[src/hdl/cachePkg.sv]
package cachePkg;

  // Cycle type latched by the arbiter at grant
  typedef enum logic [2:0] {
    CYC_NONE,
    CYC_MB,
    CYC_CHAN,
    CYC_EBOX,
    CYC_CCA
  } cycType_t;

  typedef enum logic {
    OP_READ,
    OP_WRITE
  } eboxOp_t;

  // Result reported with resp.valid
  typedef enum logic [2:0] {
    OUT_READ_HIT,
    OUT_READ_FILL,
    OUT_WRITE_HIT,
    OUT_WRITE_ALLOC,
    OUT_WRITEBACK,
    OUT_INVAL,
    OUT_NO_MATCH,
    OUT_PASS
  } outcome_t;

  typedef enum logic [2:0] {
    ST_IDLE,
    ST_T1,
    ST_T2,
    ST_T3,
    ST_CORE_WAIT,
    ST_RESP
  } seqState_t;

  // Highest priority first
  typedef struct packed {
    logic mbReq;
    logic chanReq;
    logic eboxReq;
    logic ccaReq;
  } reqVec_t;

  typedef struct packed {
    logic validMatch;
    logic wordValid;
    logic anyWritten;
  } wayStat_t;

  typedef struct packed {
    logic anyValidMatch;
    logic rdFound;
    logic matchWritten;
    logic lruWritten;
  } matchSum_t;

  typedef struct packed {
    logic     valid;
    cycType_t cycle;
    outcome_t outcome;
  } resp_t;

endpackage
[src/hdl/cacheCtl.sv]
`timescale 1ns/1ps

module cacheCtl
  import cachePkg::*;
#(
  parameter int NumWays = 4,
  localparam int WayW = (NumWays > 1) ? $clog2(NumWays) : 1
) (
  input  logic                     clk,
  input  logic                     rst,
  input  reqVec_t                  req,
  input  eboxOp_t                  eboxOp,
  input  wayStat_t [NumWays-1:0]   ways,
  input  logic     [WayW-1:0]      lru,
  input  logic                     coreDone,
  output reqVec_t                  grant,
  output logic                     readyToGo,
  output logic                     coreRdReq,
  output resp_t                    resp,
  output logic     [WayW-1:0]      respWay
);

  cycType_t  cycType;
  eboxOp_t   cycOp;
  matchSum_t sum;
  logic      sampleWays;
  logic      anyGrant;

  assign anyGrant = |grant;

  cacheArbiter arb0 (
    .clk       (clk),
    .rst       (rst),
    .req       (req),
    .eboxOp    (eboxOp),
    .readyToGo (readyToGo),
    .grant     (grant),
    .cycType   (cycType),
    .cycOp     (cycOp)
  );

  wayMatch #(
    .NumWays (NumWays)
  ) match0 (
    .clk        (clk),
    .rst        (rst),
    .ways       (ways),
    .lru        (lru),
    .sampleWays (sampleWays),
    .sum        (sum),
    .way        (respWay)
  );

  cacheSequencer seq0 (
    .clk        (clk),
    .rst        (rst),
    .cycType    (cycType),
    .cycOp      (cycOp),
    .anyGrant   (anyGrant),
    .sum        (sum),
    .coreDone   (coreDone),
    .readyToGo  (readyToGo),
    .sampleWays (sampleWays),
    .coreRdReq  (coreRdReq),
    .resp       (resp)
  );

endmodule

[src/hdl/cacheSequencer.sv]
`timescale 1ns/1ps

module cacheSequencer
  import cachePkg::*;
(
  input  logic      clk,
  input  logic      rst,
  input  cycType_t  cycType,
  input  eboxOp_t   cycOp,
  input  logic      anyGrant,
  input  matchSum_t sum,
  input  logic      coreDone,
  output logic      readyToGo,
  output logic      sampleWays,
  output logic      coreRdReq,
  output resp_t     resp
);

  seqState_t state;
  seqState_t nextState;
  outcome_t  t3Outcome;
  logic      readMiss;

  always_ff @(posedge clk) begin
    if (rst) begin
      state <= ST_IDLE;
    end else begin
      state <= nextState;
    end
  end

  // EBOX read with no valid word in any way
  assign readMiss = (cycType == CYC_EBOX) && (cycOp == OP_READ) && !sum.rdFound;

  // Outcome decided in T3
  always_comb begin
    t3Outcome = OUT_PASS;
    case (cycType)
      CYC_EBOX: begin
        if (cycOp == OP_READ) begin
          if (sum.rdFound) begin
            t3Outcome = OUT_READ_HIT;
          end else begin
            t3Outcome = OUT_READ_FILL;
          end
        end else if (sum.anyValidMatch) begin
          t3Outcome = OUT_WRITE_HIT;
        end else if (sum.lruWritten) begin
          // Victim is dirty
          t3Outcome = OUT_WRITEBACK;
        end else begin
          t3Outcome = OUT_WRITE_ALLOC;
        end
      end
      CYC_CCA: begin
        if (!sum.anyValidMatch) begin
          t3Outcome = OUT_NO_MATCH;
        end else if (sum.matchWritten) begin
          t3Outcome = OUT_WRITEBACK;
        end else begin
          t3Outcome = OUT_INVAL;
        end
      end
      default: begin
        // MB and channel data moves elsewhere
        t3Outcome = OUT_PASS;
      end
    endcase
  end

  always_comb begin
    nextState = state;
    case (state)
      ST_IDLE: begin
        if (anyGrant) begin
          nextState = ST_T1;
        end
      end
      ST_T1: begin
        nextState = ST_T2;
      end
      ST_T2: begin
        nextState = ST_T3;
      end
      ST_T3: begin
        if (!readMiss) begin
          nextState = ST_IDLE;
        end else if (coreDone) begin
          nextState = ST_RESP;
        end else begin
          nextState = ST_CORE_WAIT;
        end
      end
      ST_CORE_WAIT: begin
        if (coreDone) begin
          nextState = ST_RESP;
        end
      end
      ST_RESP: begin
        nextState = ST_IDLE;
      end
      default: begin
        nextState = ST_IDLE;
      end
    endcase
  end

  assign readyToGo = (state == ST_IDLE);
  assign sampleWays = (state == ST_T1);

  // Core read held from T3 until memory answers
  assign coreRdReq = ((state == ST_T3) && readMiss) || (state == ST_CORE_WAIT);

  always_comb begin
    resp.valid = ((state == ST_T3) && !readMiss) || (state == ST_RESP);
    resp.cycle = cycType;
    resp.outcome = t3Outcome;
  end

endmodule

[src/hdl/wayMatch.sv]
`timescale 1ns/1ps

module wayMatch
  import cachePkg::*;
#(
  parameter int NumWays = 4,
  localparam int WayW = (NumWays > 1) ? $clog2(NumWays) : 1
) (
  input  logic                     clk,
  input  logic                     rst,
  input  wayStat_t [NumWays-1:0]   ways,
  input  logic     [WayW-1:0]      lru,
  input  logic                     sampleWays,
  output matchSum_t                sum,
  output logic     [WayW-1:0]      way
);

  matchSum_t        sumNext;
  logic [WayW-1:0]  pick;

  always_comb begin
    sumNext = '0;
    pick = lru;
    // Walk downward so the lowest matching way wins
    for (int i = NumWays - 1; i >= 0; i--) begin
      if (ways[i].validMatch) begin
        pick = WayW'(i);
      end
      sumNext.anyValidMatch |= ways[i].validMatch;
      sumNext.rdFound |= ways[i].validMatch & ways[i].wordValid;
    end
    sumNext.matchWritten = sumNext.anyValidMatch & ways[pick].anyWritten;
    sumNext.lruWritten = ways[lru].anyWritten;
  end

  // Sampled in T1, stable through T3
  always_ff @(posedge clk) begin
    if (rst) begin
      sum <= '0;
      way <= '0;
    end else if (sampleWays) begin
      sum <= sumNext;
      way <= pick;
    end
  end

endmodule

[src/hdl/cacheArbiter.sv]
`timescale 1ns/1ps

module cacheArbiter
  import cachePkg::*;
(
  input  logic     clk,
  input  logic     rst,
  input  reqVec_t  req,
  input  eboxOp_t  eboxOp,
  input  logic     readyToGo,
  output reqVec_t  grant,
  output cycType_t cycType,
  output eboxOp_t  cycOp
);

  cycType_t grantType;

  // Fixed priority: MB, channel, EBOX, then CCA
  always_comb begin
    grant = '0;
    grantType = CYC_NONE;
    if (readyToGo) begin
      if (req.mbReq) begin
        grant.mbReq = 1'b1;
        grantType = CYC_MB;
      end else if (req.chanReq) begin
        grant.chanReq = 1'b1;
        grantType = CYC_CHAN;
      end else if (req.eboxReq) begin
        grant.eboxReq = 1'b1;
        grantType = CYC_EBOX;
      end else if (req.ccaReq) begin
        grant.ccaReq = 1'b1;
        grantType = CYC_CCA;
      end
    end
  end

  // Held until the next grant
  always_ff @(posedge clk) begin
    if (rst) begin
      cycType <= CYC_NONE;
      cycOp <= OP_READ;
    end else if (|grant) begin
      cycType <= grantType;
      cycOp <= eboxOp;
    end
  end

endmodule

[config.mk]
export PLATFORM = sky130hd
export DESIGN_NAME = cacheCtl
export DESIGN_NICKNAME = d
export VERILOG_FILES = /design/src/hdl/cachePkg.sv /design/src/hdl/cacheCtl.sv /design/src/hdl/cacheSequencer.sv /design/src/hdl/wayMatch.sv /design/src/hdl/cacheArbiter.sv
export SDC_FILE = /design/constraint.sdc
export NUM_CORES = 1
export LEC_CHECK = 0
export ABC_AREA = 1
export BUFFER_PORTS_ARGS = -buffer_cell sky130_fd_sc_hd__buf_2
export CORE_MARGIN = 4
export CORE_UTILIZATION = 49
export DETAILED_ROUTE_END_ITERATION = 10
export PLACE_DENSITY_LB_ADDON = 0.15
export SYNTH_ARGS = -nofsm -noshare
export SYNTH_HDL_FRONTEND = slang
export SYNTH_SLANG_ARGS = --single-unit
[constraint.sdc]
create_clock -name clk -period 1.9 [get_ports clk]
set_input_delay 0.285 -clock clk [delete_from_list [all_inputs] [get_ports clk]]
set_output_delay 0.285 -clock clk [all_outputs]
set_load 0.01 [all_outputs]
==> results of run 1 <==
worst min-delay path, cell delays in order:
cell and delay (ps):
buf_2 90, o21ai_1 60, nor2_1 80
flip-flops by register name, summed over array words and instances, names as in the netlist:
register and count:
arb0.cycType 3, arb0.cycOp 1, match0.sum 4, seq0.state 3
match0.way 2
per-stage QoR:
stage	total power, mW	utilization	std cells	cell area, um^2	worst slack [ps]
floorplan	0.591	-	129	832	549
global placement	0.686	0.655	179	1020	475
detailed placement	0.697	0.655	179	1020	415
CTS	0.863	0.672	183	1050	105
global route	0.933	0.675	183	1050	33.2
finish	0.860	0.675	183	1050	173
cell families after synthesis:
| kind of cell | count (synthesis) | synth area share |
|---|---|---|
| AND/OR/NAND/NOR | 57 | 0.335 |
| AO/OA/AOI/OAI | 31 | 0.221 |
| buffers and inverters | 28 | 0.131 |
| flip-flops | 13 | 0.313 |
synthesized netlist by cell type, drive strengths merged, types with 2 or more instances:
master	count
a31oi	2
nand2	25
nor3	7
buf	2
dfxtp	13
a21oi	15
inv	26
o211ai	2
nand3	10
nor2	14
o21ai	10
worst paths after layout:
| path | start | end | slack (ps) |
|---|---|---|---|
| max reg2reg | seq0.state[2] | match0.sum[1] | 570 |
| max | seq0.state[0] | grant[0] | 170 |
| min | coreDone | seq0.state[0] | 280 |
| min reg2reg | match0.sum[3] | match0.sum[3] | 480 |
layer usage:
metal  share of wire  vias to the layer above  wire length (um)
met5               0                        -                 0
met4          0.0088                        0                18
met3           0.073                        4               149
met2            0.47                       25               963
met1            0.45                      403               919
li1                -                      501                 -
report_power, final:
group	switching, mW	total (mW)	internal [mW]
sequential	0.0355	0.356	0.320
clock	0.0852	0.167	0.0813
combinational	0.209	0.338	0.129
timing repair:
item,in CTS,in global routing
gates resized for setup,0,1
setup endpoints to repair,0,2
hold endpoints to repair,0,0
layout make-up:
class / instances / area share
multi-input cells: 88 / 0.445
flip-flops and latches: 13 / 0.247
repair buffers: 36 / 0.171
inverters: 26 / 0.0927
clock buffers: 4 / 0.0250
well taps: 16 / 0.0190
==> metrics.txt, run 1 <==
die width=49.2 um; CP Class=register to output pin; residual DRC count=0; CP Buf/Inv Count=2; Reg2Reg Depth=5; crit-path leading delay family=simple AND/OR/NAND/NOR gates; Min-Delay Path Class=input port to register; final wirelength=2.05 mm; share of layout cells above drive strength 1=0.305; Post-CTS Repair Setup Buffers=0; Post-DRT Antenna Nets=0; met2 usage=0.313; worst-case clock buffer depth=2; hold path depth=3; fmax=579 MHz; clock latency on the worst-skew pair=270 ps; Worst Path Required=1620 ps; syn avg cell area=6.45 um^2; met1 usage=0.209; GP Congestion=0.786; most used cell along the critical path=nand2_4; number of cells on the critical path=6; top cell type by total area after synthesis=dfxtp_1; combined area of the multi-input logic cells=468 um^2; post-synthesis cell count=129; crit start category=register; row cnt=14; GRT Util Overall=0.175; WL/cell=11.2 um; Worst path slowest cell=dfxtp_1; Syn. warnings=0; Syn-to-layout area delta=26.5%; I/O pins=37; Initial Util=0.534; FFs w/ async S/R, synth=0; Period minus WS final=1730 ps; busiest grt layer=met2; DRT Pass-1 Iters=4; Seq/Total Area, Yosys=0.313; initial antenna violation count=0; H-tree depth=1; hold_buf cts=0; Avg Vias per Cell=5.10; PD cells=818 nW/um^2; mapped cell area=832 um^2; Die Y-Extent=49.2 um; via count=933; commonest non-fill, non-tap cells in the layout=buf_2, inv_1, nand2_1; Hold WS=280 ps; number of diodes=0; Max Fanout on Critical Path=5; Synth area leaders=dfxtp_1, inv_1, nand2_1; CTS buffer count=3; number of synthesized flops with an enable pin=0; pin count of the biggest net entering global routing=10; Main synth FF type=dfxtp_1; critical path arrival=1440 ps; via count of the first global-routing pass=838; final hold viol count=0; #FFs+latches synth=13; peak supply drop=564 uV; number of fill cells=148; grt met3 use=0.0398; final setup vio count=0; hpwl dp=1.70 mm; Syn Nets=151; worst path cell trace=inv_2 > nand2_4 > nor2_4 > nand2_4 > nor3_1 > buf_2; RSZ-0062 raised after global routing=no; gr ovfl total=0; full die area=2420 um^2; setup TNS=0 ps; crit-path max cell delay=340 ps; Iteration-0 DRC Markers=13; leak pwr=0.545 nW; max_cap viols=0; Setup Skew=0.551 ps; first-pass GRT wire length=3.39 mm; top-area cell type share of the netlist area=0.313; Root Driver=clkbuf_4; IO buf count=36; register area=260 um^2; most common cell after layout, fill and taps aside=buf_2; Unique masters post-synth=22; worst-margin pin slew=353 ps; Critical Path End Type=output pin; status=complete, no violations; Core Region=1560 um^2; Rel. slew slack=0.765; Tcrit/Tclk final=0.909; Final Max Slew Viols=0; Worst-path clk slew=70 ps; CTS tree=built; clock sink total=13; nets@finish=190
(Power assumes the default switching activity.)
==> run 2, diff against run 1 <==
--- a/config.mk
+++ b/config.mk
@@ -12,3 +12,5 @@
 export DETAILED_ROUTE_END_ITERATION = 10
+export GPL_TIMING_DRIVEN = 1
 export PLACE_DENSITY_LB_ADDON = 0.15
+export SETUP_SLACK_MARGIN = 0.15
 export SYNTH_ARGS = -nofsm -noshare
==> constraint.sdc (replaced) <==
create_clock -name clk -period 1.9 [get_ports clk]
set_input_delay 0.38 -clock clk [delete_from_list [all_inputs] [get_ports clk]]
set_output_delay 0.38 -clock clk [all_outputs]
set_load 0.01 [all_outputs]
==> run 2 against run 1 <==
Setup slack improved by 31 ps. Global-route usage is 0.24 points lower. Clock-buffer cell count decreased by 1. Routed wire length is 5.9% higher. Via count increased by 0.75%. Worst hold slack improved by 91 ps. First-iteration DRC count is 62% higher. Final area rose by 5.8%. Combinational power up 8.0%. Clock power hardly changed. Largest power group unchanged.
==> metrics.txt, run 2 (synthesis results as in run 1) <==
status=complete, no violations; nets@finish=191 (+0.53%); Min-Delay Path Class=input port to register; Pwr Total=0.904 mW (+5.1%); max_cap viols=0 (unchanged); fmax=590 MHz (+1.8%); crit-path leading delay family=flip-flops; WL/cell=11.8 um (+5.3%); CTS buffer count=3 (unchanged); Final Max Slew Viols=0 (unchanged); hold path depth=3 (unchanged); Iteration-0 DRC Markers=21 (+8); max reg flops=4 (unchanged); GP Congestion=0.786 (unchanged); Worst path slowest cell=dfxtp_2; combined area of the multi-input logic cells=508 um^2 (+8.6%); via count=940 (+0.75%); Period minus WS final=1700 ps (-31.2 ps); worst path cell trace=inv_2 > nand3_4 > nor3_4 > a31oi_1 > o211ai_1 > buf_2; setup TNS=0 ps (unchanged); I/O pins=37 (unchanged); worst-margin pin slew=266 ps (-87.0 ps); CP Class=register to output pin; leak pwr=0.562 nW (+3.0%); Syn-to-layout area delta=33.8%; commonest non-fill, non-tap cells in the layout=buf_2, nand2_1, inv_1; number of diodes=0 (unchanged); critical path arrival=1320 ps (-120 ps); worst-case clock buffer depth=2 (unchanged); residual DRC count=0 (unchanged); Initial Util=0.534 (unchanged); worst reg2reg path startpoint=seq0.state[0]; final wirelength=2.17 mm (+5.9%); Max Fanout on Critical Path=4 (-1); hold_buf cts=0 (unchanged); biggest regs=match0.sum (4), arb0.cycType (3), seq0.state (3); Die Y-Extent=49.2 um (unchanged); Worst R2R Setup Slack=560 ps (about the same); crit-path max cell delay=330 ps (about the same); register area=269 um^2 (+3.4%); clock latency on the worst-skew pair=280 ps (about the same); worst setup path end=resp[0]; Critical Path End Type=output pin; Setup Skew=15.2 ps (+14.7 ps); H-tree depth=1 (unchanged); via count of the first global-routing pass=815 (-2.7%); Reg2Reg Depth=9 (+4); initial antenna violation count=0 (unchanged); share of layout cells above drive strength 1=0.387 (+0.0815); final setup vio count=0 (unchanged); Worst Path Required=1520 ps (-100 ps); largest reg by FF count=match0.sum; row cnt=14 (unchanged); full die area=2420 um^2 (unchanged); hpwl dp=1.66 mm (-2.0%); GRT Util Overall=0.173 (-0.00244); Root Driver=clkbuf_4; CTS tree=built; DRT Pass-1 Iters=4 (unchanged); Post-DRT Antenna Nets=0 (unchanged); PD cells=812 nW/um^2 (-0.71%); Core Region=1560 um^2 (unchanged); die width=49.2 um (unchanged); most common cell after layout, fill and taps aside=buf_2; Reg-to-Reg End=arb0.cycType[2]; RSZ-0062 raised after global routing=yes; IO buf count=36 (unchanged); CP Buf/Inv Count=2 (unchanged); Tcrit/Tclk final=0.892 (-0.0164); CP Launch Point=arb0.cycType[2]; gr ovfl total=0 (unchanged); crit start category=register; number of fill cells=131 (-11%); Rel. slew slack=0.822 (+0.0577); peak supply drop=603 uV (+6.7%); Worst-path clk slew=90 ps (+20 ps); number of cells on the critical path=6 (unchanged); pin count of the biggest net entering global routing=10 (unchanged); Avg Vias per Cell=5.11 (+0.20%); first-pass GRT wire length=3.33 mm (-1.8%); final hold viol count=0 (unchanged); clock sink total=13 (unchanged)
-- run 2: how the worst min path moves through the flow --
stage	endpoint	slack, ps	startpoint
2_1_floorplan	match0.sum[1]	450	match0.sum[1]
3_3_place_gp	match0.sum[1]	460	match0.sum[1]
3_5_place_dp	match0.sum[1]	480	match0.sum[1]
4_1_cts	match0.sum[2]	370	ways[2]
5_1_grt	seq0.state[0]	360	coreDone
6_report	match0.sum[2]	370	ways[2]
-- run 2: tightest hold or removal path, cell delays in order --
cell and delay, ps:
buf_2 100, nand2_1 60, a31oi_1 70
-- run 2: what timing repair did --
action                                  in CTS  in global routing
pin swaps                                    1                  1
endpoints found under the setup margin       4                  6
buffers inserted                             1                  0
gates cloned                                 0                  0
resized for setup                            3                 15
-- run 2: cell type report --
| type | count | area share |
|---|---|---|
| inverter | 26 | 0.0876 |
| timing repair buffer | 37 | 0.172 |
| tap | 16 | 0.0180 |
| clock buffer | 3 | 0.0202 |
| clock inverter | 1 | 0.00449 |
| sequential | 13 | 0.242 |
| multi-input combinational | 88 | 0.456 |
-- run 2: metrics by stage --
stage	util	setup WS (ps)	hold WS, ps	cell area [um^2]	std cells
final	0.714	204	371	1110	184
after global routing	0.714	95.2	360	1110	184
after global placement	0.655	380	456	1020	179
after CTS	0.687	146	373	1070	184
after floorplan	-	454	445	832	129
after detailed placement	0.655	294	478	1020	179
-- run 2: report_power, final --
group | total (mW) | switching (mW) | internal [mW]
Combinational | 0.365 | 0.218 | 0.146
Clock | 0.167 | 0.0892 | 0.0780
Sequential | 0.372 | 0.0468 | 0.325
Total | 0.904 | 0.354 | 0.550
-- run 2: per-layer routing --
layer	routed length, um	GRT usage	vias up
met2	1100	0.317	29
met4	9	0.0284	0
li1	-	-	497
met3	116	0.0398	2
met1	948	0.204	412
met5	0	0	-
